--- config.mk ---
export PLATFORM = sky130hd
export DESIGN_NAME = line_adapter
export DESIGN_NICKNAME = d
export VERILOG_FILES = /design/src/common/dcache_pkg.sv /design/src/design/line_adapter.sv
export SDC_FILE = /design/constraint.sdc
export NUM_CORES = 1
export LEC_CHECK = 0
export BUFFER_PORTS_ARGS = -buffer_cell sky130_fd_sc_hd__buf_2
export CORE_AREA = 2 2 248 250
export DETAILED_ROUTE_END_ITERATION = 12
export DIE_AREA = 0 0 250 252
export SYNTH_ARGS = -nofsm -noshare
export SYNTH_HDL_FRONTEND = slang
export SYNTH_SLANG_ARGS = --single-unit
--- constraint.sdc ---
create_clock -name vclk -period 2
set_input_delay 0.4 -clock vclk [all_inputs]
set_output_delay 0.4 -clock vclk [all_outputs]
set_load 0.02 [all_outputs]
--- src/common/dcache_pkg.sv ---
`default_nettype none

package dcache_pkg;

	// geometry of the cache, the address slicing depends on these values
	localparam int s_offset = 5; // byte offset within a line
	localparam int s_index  = 3;
	localparam int s_tag    = 24; // address bits above index and offset
	localparam int num_sets = 8;

	localparam int s_mask    = 2**s_offset; // bytes per line
	localparam int s_line    = 8*s_mask;
	localparam int num_words = s_mask/4; // 32-bit lanes per line

	typedef logic [31:0]        word_t;
	typedef logic [s_line-1:0]  line_t;
	typedef logic [s_mask-1:0]  line_mask_t;
	typedef logic [s_tag-1:0]   tag_t;
	typedef logic [s_index-1:0] index_t;

	typedef enum logic [1:0] {
		s_compare,   // tag check and hit response
		s_writeback, // dirty victim goes out to memory
		s_fill,
		s_replay     // fill line is written, the request is retried
	} ctrl_state_t;

endpackage

`default_nettype wire

--- src/design/line_adapter.sv ---
`timescale 1ns/10ps
`default_nettype none

module line_adapter (
	input  dcache_pkg::word_t      mem_address,
	input  dcache_pkg::word_t      mem_wdata,
	input  logic [3:0]             mem_byte_enable,
	input  dcache_pkg::line_t      line_rdata,
	output dcache_pkg::line_t      mem_wdata256,
	output dcache_pkg::line_mask_t mem_byte_enable256,
	output dcache_pkg::word_t      mem_rdata
);

	logic [dcache_pkg::s_offset-3:0] word_sel; // word position within the line

	assign word_sel = mem_address[dcache_pkg::s_offset-1:2];

	// the word goes to every lane, only the enabled lane gets written
	assign mem_wdata256 = {dcache_pkg::num_words{mem_wdata}};

	assign mem_byte_enable256 = dcache_pkg::line_mask_t'(mem_byte_enable) << (4*word_sel);

	assign mem_rdata = line_rdata[32*word_sel +: 32];

endmodule

`default_nettype wire

==> results.toml <==
[power_and_ir_drop]
p_leak_nw = 2.39
pwr_density_cell_nw_per_um2 = 251
design_power_total_mw = 1.36
ir_worst_vdd_mv = 0.108

[die]
design.die.area_um2 = 63000
start_util_pct = 7.03
pin_count = 644
coreArea_um2 = 60100
placementRows = 90
die_h_um = 252
die_w_um = 250

[grt]
grt_pass1_vias = 3595
grt_util_all_layers_pct = 7.60
antenna_found_initial = 27
grt_max_degree = 29
grt_pass1_wl_um = 32700
overflow = 0

[placement]
port_buffers = 327
gp_congestion = 0.945
dp_hpwl_um = 23000
dp_slack_ns = -0.358

[sta]
setup_viol = 32
post-route-period-util_pct = 109
grt_setup_unrepaired = "yes"
worst_pin_slew_ns = 0.345
slew_viol_final = 0
period_needed_ns = 2.19
max_slew_margin_pct = 77.0
hold_viol = 0
final_critical_path_setup_slack_ns = -0.186
max_freq_ghz = 0.458

[worst_setup_path]
crit_path_end_kind = "output pin"
start_kind = "input port"
critical_path_class = "input port to output pin"
crit_slowest_cell = "mux4_2"
cp_cell_sequence = "buf_16 -> buf_12 -> buf_6 -> mux4_2 -> mux2_4 -> buf_8"
slowest_delay_ns = 0.54
path_max_fanout = 6
cp.arrival_ns = 1.79
cp.required_ns = 1.60

[cells_and_area]
seq_cells = 0
layout.nets = 823
regArea_um2 = 0
drive_above_1_share_pct = 90.1
syn2layout_area_growth_pct = 27.9
nClkBuffers = 0
fillerInstances = 7156
fin_util_pct = 9.00
multi_input_area_um2 = 2120

[synthesis]
synth_area_um2 = 4230
yosys.cell_count.top_type = "buf_4"
seq_area_frac_synth_pct = 0
synthesis.nets = 743
ys_types = 12
ys_top_cells_by_area = "buf_4, mux4_1, mux4_2"
yosysTopAreaCell = "buf_4"
avgSynthCellArea_um2 = 10.1
ys_warn_count = 0
syn_inst = 419
synth_common_cells = "buf_4, mux4_1, mux2_2, nor2_1, mux4_2"
yosys.area.top_type_share_pct = 46.0

[worst_hold_path]
min_path_type = "input port to output pin"
hold_depth = 0

[clock_network]
ctsHoldBuffers = 0

[route]
drc = 0
drtPass1Iterations = 6
via_count = 3451
wirelength_um = 25400
vias_per_cell = 2.68
final_antenna_net_count = 0
drt_iter0_drc = 192
wire_per_inst_um = 19.7

[job]
cap_violations = 0

[outcome]
violations = "setup timing"
status = "finished, violations left"
==> routing by layer <==
metal	share of wire, %	global-route usage (%)	vias up
li1	-	-	1382
met1	32	7.61	1602
met2	53	14.9	334
met3	9.6	1.69	123
met4	5.2	3.44	10
met5	0.22	0	-
==> path summary, 6_finish.rpt <==
path / startpoint / end / slack [ns]
max: mem_address[2] / mem_rdata[8] / -0.19
min: mem_wdata[22] / mem_wdata256[86] / 0.80
==> area by class of cell <==
type / instances / share of cell area (%)
timing repair buffer: 357 / 42.3
multi-input combinational: 140 / 39.2
tap: 782 / 18.1
antenna: 10 / 0.463
==> logic make-up (layout without fill, tap and decap cells) <==
group	Yosys count	count (layout)	share of synthesized area (%)
other cells	0	10	0
mux	96	96	46.5
buf+inv	279	357	49.2
simple gates	44	44	4.32
==> what timing repair did <==
item,4_1_cts,5_1_grt
endpoints found under the setup margin,32,32
buffers inserted,2,0
gates resized for setup,138,27
cloned,3,0
pin swaps,0,0
==> per-stage QoR <==
step                hold WS [ns]  cell area (µm²)  std cells  setup TNS [ns]
floorplan                  0.913             4230        419               0
global placement           0.801             4990       1274           -9.04
detailed placement         0.801             4990       1274           -9.22
CTS                        0.801             5310       1279           -5.39
global route               0.800             5400       1284           -5.74
finish                     0.800             5410       1289           -4.64
==> critical path: cells and delay by family <==
kind | cells | cell delay, ns
buffers and inverters | 4 | 0.54
multiplexers | 2 | 0.83
==> placed cells by master (no fill, tap or decap) <==
cell type / count
diode_2: 10
mux2_2: 2
nand2_1: 5
mux2_4: 30
nand2b_1: 6
buf_8: 11
buf_2: 296
nor2_1: 32
buf_16: 4
buf_6: 29
mux4_2: 58
buf_12: 6
buf_4: 11
mux4_1: 6
or2_2: 1
==> where the power goes <==
group          internal (mW)  switching (mW)   total [mW]
Combinational          0.757           0.598         1.36
Sequential                 0               0            0
Clock            0.000000674               0  0.000000674
Total                  0.757           0.598         1.36
(Power assumes the default switching activity.)
