## src/common/dcache_pkg.sv

```systemverilog
`default_nettype none

package dcache_pkg;

	// geometry of the cache, the address slicing depends on these values
	localparam int s_offset = 5; // byte offset within a line
	localparam int s_index  = 3;
	localparam int s_tag    = 24; // address bits above index and offset
	localparam int num_sets = 8;

	localparam int s_mask    = 2**s_offset; // bytes per line
	localparam int s_line    = 8*s_mask;
	localparam int num_words = s_mask/4; // 32-bit lanes per line

	typedef logic [31:0]        word_t;
	typedef logic [s_line-1:0]  line_t;
	typedef logic [s_mask-1:0]  line_mask_t;
	typedef logic [s_tag-1:0]   tag_t;
	typedef logic [s_index-1:0] index_t;

	typedef enum logic [1:0] {
		s_compare,   // tag check and hit response
		s_writeback, // dirty victim goes out to memory
		s_fill,
		s_replay     // fill line is written, the request is retried
	} ctrl_state_t;

endpackage

`default_nettype wire

```

## src/common/dcache_ctrl_if.sv

```systemverilog
`timescale 1ns/10ps
`default_nettype none

interface dcache_ctrl_if;

	logic       hit;
	logic       way0_hit;
	logic       lru_way;      // way to evict from the stage-2 set
	logic       victim_dirty;
	logic       pipe_read;
	logic       pipe_write;

	logic       load_pipe;
	logic [1:0] load_data;    // one bit per way
	logic [1:0] load_tag;
	logic       set_valid;
	logic [1:0] set_dirty;
	logic [1:0] clear_dirty;
	logic       load_lru;
	logic       latch_rdata;
	logic       use_latched;
	logic       wb_addr;

	modport dp (output hit, way0_hit, lru_way, victim_dirty, pipe_read, pipe_write,
		input load_pipe, load_data, load_tag, set_valid, set_dirty, clear_dirty,
		load_lru, latch_rdata, use_latched, wb_addr);

	modport ctrl (input hit, way0_hit, lru_way, victim_dirty,
		output load_pipe, load_data, load_tag, set_valid, set_dirty, clear_dirty,
		load_lru, latch_rdata, use_latched, wb_addr);

	modport prop (input hit, way0_hit, lru_way, victim_dirty, pipe_read, pipe_write,
		load_pipe, load_data, load_tag, set_valid, set_dirty, clear_dirty,
		load_lru, latch_rdata, use_latched, wb_addr);

endinterface

`default_nettype wire

```

## src/dcache/dcache_control.sv

```systemverilog
`timescale 1ns/10ps
`default_nettype none

module dcache_control (
	input  logic       clk,
	input  logic       rst_n,
	input  logic       pipe_read,
	input  logic       pipe_write,
	input  logic       pmem_resp,
	output logic       mem_resp,
	output logic       pmem_read,
	output logic       pmem_write,
	dcache_ctrl_if.ctrl ctrl
);

	dcache_pkg::ctrl_state_t state;
	dcache_pkg::ctrl_state_t next_state;
	logic                    request;
	logic [1:0]              hit_mask;
	logic [1:0]              victim_mask;

	assign request     = pipe_read | pipe_write;
	assign hit_mask    = {~ctrl.way0_hit, ctrl.way0_hit};
	assign victim_mask = {ctrl.lru_way, ~ctrl.lru_way};

	always_ff @(posedge clk or negedge rst_n) begin
		if (!rst_n) begin
			state <= dcache_pkg::s_compare;
		end else begin
			state <= next_state;
		end
	end

	always_comb begin
		next_state       = state;
		mem_resp         = 1'b0;
		pmem_read        = 1'b0;
		pmem_write       = 1'b0;
		ctrl.load_pipe   = 1'b0;
		ctrl.load_data   = 2'b00;
		ctrl.load_tag    = 2'b00;
		ctrl.set_valid   = 1'b0;
		ctrl.set_dirty   = 2'b00;
		ctrl.clear_dirty = 2'b00;
		ctrl.load_lru    = 1'b0;
		ctrl.latch_rdata = 1'b0;
		ctrl.use_latched = 1'b0;
		ctrl.wb_addr     = 1'b0;

		unique case (state)
			dcache_pkg::s_compare: begin
				if (request && ctrl.hit) begin
					mem_resp       = 1'b1;
					ctrl.load_pipe = 1'b1; // the next request moves up in the same cycle
					ctrl.load_lru  = 1'b1;
					if (pipe_write) begin
						ctrl.load_data = hit_mask;
						ctrl.set_dirty = hit_mask;
					end
				end else if (request) begin
					next_state = ctrl.victim_dirty ? dcache_pkg::s_writeback : dcache_pkg::s_fill;
				end
			end

			dcache_pkg::s_writeback: begin
				pmem_write   = 1'b1;
				ctrl.wb_addr = 1'b1;
				if (pmem_resp) begin
					next_state = dcache_pkg::s_fill;
				end
			end

			dcache_pkg::s_fill: begin
				pmem_read        = 1'b1;
				ctrl.latch_rdata = pmem_resp;
				if (pmem_resp) begin
					next_state = dcache_pkg::s_replay;
				end
			end

			dcache_pkg::s_replay: begin
				// the victim way takes the fill line as a clean, valid entry
				ctrl.use_latched = 1'b1;
				ctrl.load_data   = victim_mask;
				ctrl.load_tag    = victim_mask;
				ctrl.set_valid   = 1'b1;
				ctrl.clear_dirty = victim_mask;
				next_state       = dcache_pkg::s_compare;
			end

			default: begin
				next_state = dcache_pkg::s_compare;
			end
		endcase
	end

endmodule

`default_nettype wire

```

## src/flat_wrapper.sv

```systemverilog
// flat-port wrapper written by rule: the top's interface ports become plain ports
module dcache_control_flat 
  (clk, rst_n, pipe_read, pipe_write, pmem_resp, mem_resp, pmem_read, pmem_write, ctrl_hit, ctrl_way0_hit, ctrl_lru_way, ctrl_victim_dirty, ctrl_load_pipe, ctrl_load_data, ctrl_load_tag, ctrl_set_valid, ctrl_set_dirty, ctrl_clear_dirty, ctrl_load_lru, ctrl_latch_rdata, ctrl_use_latched, ctrl_wb_addr);
  dcache_ctrl_if ctrl_i ();
  input  logic clk;
  input  logic rst_n;
  input  logic pipe_read;
  input  logic pipe_write;
  input  logic pmem_resp;
  output logic mem_resp;
  output logic pmem_read;
  output logic pmem_write;
  input wire logic [$bits(ctrl_i.hit)-1:0] ctrl_hit;
  input wire logic [$bits(ctrl_i.way0_hit)-1:0] ctrl_way0_hit;
  input wire logic [$bits(ctrl_i.lru_way)-1:0] ctrl_lru_way;
  input wire logic [$bits(ctrl_i.victim_dirty)-1:0] ctrl_victim_dirty;
  output wire logic [$bits(ctrl_i.load_pipe)-1:0] ctrl_load_pipe;
  output wire logic [$bits(ctrl_i.load_data)-1:0] ctrl_load_data;
  output wire logic [$bits(ctrl_i.load_tag)-1:0] ctrl_load_tag;
  output wire logic [$bits(ctrl_i.set_valid)-1:0] ctrl_set_valid;
  output wire logic [$bits(ctrl_i.set_dirty)-1:0] ctrl_set_dirty;
  output wire logic [$bits(ctrl_i.clear_dirty)-1:0] ctrl_clear_dirty;
  output wire logic [$bits(ctrl_i.load_lru)-1:0] ctrl_load_lru;
  output wire logic [$bits(ctrl_i.latch_rdata)-1:0] ctrl_latch_rdata;
  output wire logic [$bits(ctrl_i.use_latched)-1:0] ctrl_use_latched;
  output wire logic [$bits(ctrl_i.wb_addr)-1:0] ctrl_wb_addr;
  assign ctrl_i.hit = ctrl_hit;
  assign ctrl_i.way0_hit = ctrl_way0_hit;
  assign ctrl_i.lru_way = ctrl_lru_way;
  assign ctrl_i.victim_dirty = ctrl_victim_dirty;
  assign ctrl_load_pipe = ctrl_i.load_pipe;
  assign ctrl_load_data = ctrl_i.load_data;
  assign ctrl_load_tag = ctrl_i.load_tag;
  assign ctrl_set_valid = ctrl_i.set_valid;
  assign ctrl_set_dirty = ctrl_i.set_dirty;
  assign ctrl_clear_dirty = ctrl_i.clear_dirty;
  assign ctrl_load_lru = ctrl_i.load_lru;
  assign ctrl_latch_rdata = ctrl_i.latch_rdata;
  assign ctrl_use_latched = ctrl_i.use_latched;
  assign ctrl_wb_addr = ctrl_i.wb_addr;
  dcache_control u_core (.clk(clk), .rst_n(rst_n), .pipe_read(pipe_read), .pipe_write(pipe_write), .pmem_resp(pmem_resp), .mem_resp(mem_resp), .pmem_read(pmem_read), .pmem_write(pmem_write), .ctrl(ctrl_i));
endmodule
```

## config.mk

```make
export PLATFORM = sky130hd
export DESIGN_NAME = dcache_control_flat
export DESIGN_NICKNAME = d
export VERILOG_FILES = /design/src/common/dcache_pkg.sv /design/src/common/dcache_ctrl_if.sv /design/src/dcache/dcache_control.sv /design/src/flat_wrapper.sv
export SDC_FILE = /design/constraint.sdc
export NUM_CORES = 1
export LEC_CHECK = 0
export BUFFER_PORTS_ARGS = -buffer_cell sky130_fd_sc_hd__buf_4
export CAP_MARGIN = 20
export CORE_AREA = 2 2 39 41
export DETAILED_ROUTE_END_ITERATION = 10
export DIE_AREA = 0 0 41 43
export SLEW_MARGIN = 25
export SYNTH_ARGS = -nofsm -noshare
export SYNTH_HDL_FRONTEND = slang
export SYNTH_SLANG_ARGS = --single-unit
export TNS_END_PERCENT = 10
```

## constraint.sdc

```tcl
create_clock -name clk -period 1.8 [get_ports clk]
set_input_delay 0.36 -clock clk [delete_from_list [all_inputs] [get_ports clk]]
set_output_delay 0.36 -clock clk [all_outputs]
set_load 0.005 [all_outputs]
```

==> impl_results.rst <==
.. list-table::
   :header-rows: 1

   * - Metric
     - Value
   * - Run status
     - complete, no violations
   * - Unrepaired setup endpoints after global routing
     - no
   * - Ant diodes
     - 0
   * - Largest registers
     - u_core.state: 2 flops
   * - DRC violations left
     - 0
   * - Leak
     - around 0.3 nW
   * - Class of the most critical hold timing path
     - primary input to register
   * - Count of mapped cells out of synthesis
     - 33
   * - Clock-pin slew of the registers on the worst-case setup and hold paths
     - about 0.030 ns
   * - Pre-antenna DRT Iters
     - 4
   * - Hold Slack
     - approximately 0.44 ns
   * - Area added between synthesis and finish
     - 65.4%
   * - Worst Tran Pin Value
     - between 0.15 and 0.2 ns
   * - Register bit count reported by yosys
     - 2
   * - Top cell types by occurrence after synthesis
     - 6 x buf_4, 5 x ha_1, 4 x nor2_1
   * - Kind of critical path
     - register to primary output
   * - Sum of negative setup slack
     - 0 ns
   * - Number of global-route vias before repair
     - 279
   * - Post-Synthesis Mean Instance Area
     - 9.63 um^2
   * - Most common flop cell mapped by yosys
     - dfrtp_1
   * - Async set or reset register ratio after synthesis
     - 100%
   * - Fraction of layout instances using a drive strength above 1
     - around three fifths
   * - Count of non-filler cells in the finished layout
     - a little over 70
   * - Die area
     - roughly 0.0018 mm^2
   * - Clock skew after layout
     - about 0.0013 ns
   * - Number of antenna violations at the first check in global routing
     - 0
   * - Cell count of the worst hold path
     - 4
   * - Clock tree root driver cell
     - clkbuf_4
   * - Tmin final
     - 1.74 ns
   * - Chip Width
     - 41 um
   * - Pin count of the biggest net entering global routing
     - 5
   * - Slowest cell delay on critical path
     - about 0.40 ns
   * - Number of buffers added by the clock tree synthesis step
     - 3
   * - FP Rows
     - 14
   * - Final net count
     - just over 70
   * - Post-route ant nets
     - 0
   * - Number of vias in the routed layout
     - slightly above 300
   * - Number of vias per cell after detailed routing
     - around 4.3
   * - Starting utilization of the core area
     - a little under a quarter
   * - Buffers from clock root to sink, at most
     - 2
   * - Largest area contributor in the synthesized netlist
     - ha_1
   * - First-pass GRT wire length
     - approximately 1100 um
   * - Crit Path Max Fanout
     - 4
   * - Dominant cell by count in the synthesized netlist
     - buf_4
   * - Area of the mapped netlist
     - about 320 um^2
   * - Overall power consumption
     - 0.753 mW
   * - Kind of capture point of the worst setup path
     - primary output
   * - H-tree levels
     - 1
   * - Area of the core
     - around 0.0014 mm^2
   * - Clock Latency Late Sink
     - 0.22 ns
   * - Total track usage
     - a little under a tenth
   * - Top-area cell type share of the netlist area
     - 19.7%
   * - Placed Cells
     - about 70
   * - TritonCTS sink count
     - 2
   * - Fin. max-slew vios
     - 0
   * - Syn. warnings
     - 0
   * - Violation count after the first detailed-route iteration
     - 3
   * - Worst vdd rail ir drop
     - ~0.00056 V
   * - Seq/Total Area, Yosys
     - 15.7%
   * - Power per cell area
     - 1430 mW/mm^2
   * - Achievable frequency
     - around 580 MHz
   * - Req. time, crit path
     - around 1.4 ns
   * - Kind of start point of the critical path
     - register
   * - Wire length after detailed routing
     - about 720 um
   * - Max-capacitance violation count
     - 0
   * - Number of top-level pins
     - 26
   * - Worst slew margin
     - 86.8%
   * - Global placer's final weighted congestion
     - 0.703
   * - Flip-flop count of the largest register after layout
     - 2
   * - Number of cells traversed by the worst register-to-register path
     - 5
   * - Critical path's slowest cell
     - dfrtp_1
   * - PortBufs
     - 25
   * - CTS tree
     - done
   * - Most flop-heavy register
     - u_core.state
   * - Netlist cell types
     - 16
   * - Critical Path, Cell by Cell
     - ha_1, and2_1, o21ba_1, buf_4
   * - Avg WL per Cell
     - roughly 10 um
   * - Buffer count from post-CTS setup fixing
     - 0
   * - Top cells by area in the synthesized netlist
     - ha_1 20%, dfrtp_1 16%, buf_4 14%
   * - Number of fillers in the final layout
     - ~150
   * - Post-synth net total
     - between 40 and 50
   * - Post-DP HPWL
     - ~600 um
   * - Die Y-Extent
     - 43 um
   * - Number of enable flip-flop cells after synthesis
     - 0
   * - Post-route clock period utilization
     - a little over nine tenths
   * - Critical path data arrival time
     - between 1 and 1.5 ns
   * - Total congestion overflow
     - 0
   * - Final setup violation count
     - 0
   * - Final hold vios
     - 0
## metrics by stage
step / instance area, um^2 / utilization (%) / setup WS (ns)
floorplan: 318 / - / 0.333
global placement: 480 / 34.7 / 0.168
detailed placement: 480 / 34.7 / 0.164
CTS: 526 / 38.0 / 0.0172
global route: 526 / 38.0 / 0.00456
finish: 526 / 38.0 / 0.0636
## worst max-delay path, delay by kind of cell, from the launching register on
kind / cells / cell delay, ns
AOI/OAI and AO/OA: 1 / 0.18
adders and majority gates: 1 / 0.25
buffers and inverters: 1 / 0.13
DFF: 1 / 0.40
and+or+nand+nor: 1 / 0.20
## placed cells by master (no fill, tap or decap), drive strengths merged
cell type,Yosys,final
inv,2,2
nor2,4,4
nand3,1,1
a2bb2oi,1,1
o21ai,1,1
clkbuf,0,3
buf,6,25
and2b,1,1
o21ba,1,1
and4,1,1
o211a,1,1
dlygate4sd3,0,1
mux2i,3,3
and2,2,2
dfrtp,2,2
ha,5,5
o21bai,1,1
nand2,1,1
## path summary, 6_finish.rpt
kind	startpoint	to	slack (ns)
setup / recovery	u_core.state[0]	ctrl_load_data[1]	0.06
hold / removal	ctrl_victim_dirty	u_core.state[1]	0.44
setup reg to reg	u_core.state[0]	u_core.state[1]	0.44
hold reg to reg	u_core.state[1]	u_core.state[1]	0.63
max in group asynchronous	rst_n	u_core.state[0]	1.23
min in group asynchronous	rst_n	u_core.state[1]	0.48
## layer usage
metal / track usage, % / up-vias / share of wire, % / wire length [um]
met1: 8.65 / 134 / 36 / 258
met5: 0 / - / 0 / 0
met2: 14.4 / 18 / 51 / 364
met3: 4.19 / 0 / 13 / 95
li1: - / 155 / - / -
met4: 8.00 / 0 / 0 / 0
## cells by family after synthesis
| kind of cell | after synthesis | synth area share (%) |
|---|---|---|
| simple gates | 10 | 16.5 |
| buf+inv | 8 | 16.5 |
| compound gates | 5 | 22.0 |
| fa+ha+maj | 5 | 19.7 |
| mux | 3 | 9.45 |
| flops | 2 | 15.7 |
## final cells by class
class | instances | area, um^2 | area share, %
well taps | 16 | 20.0 | 3.81
flip-flops and latches | 2 | 50.0 | 9.52
clock buffers | 3 | 22.5 | 4.29
inverters | 2 | 7.51 | 1.43
multi-input cells | 23 | 228 | 43.3
repair buffers | 26 | 198 | 37.6
## power by group
part	switching [mW]	internal, mW	leakage, nW	total, mW
Sequential	0.0220	0.0706	0.0236	0.0926
Combinational	0.238	0.325	0.260	0.563
Clock	0.0241	0.0734	0.0138	0.0975
Total	0.285	0.469	0.297	0.753
## repair_timing
item | in CTS | in global routing
hold buffers | 1 | 0
gates resized for setup | 3 | 1
endpoints found under the setup margin | 2 | 2
hold endpoints to repair | 2 | 0
Note: power is estimated with default switching activity, not from simulation.
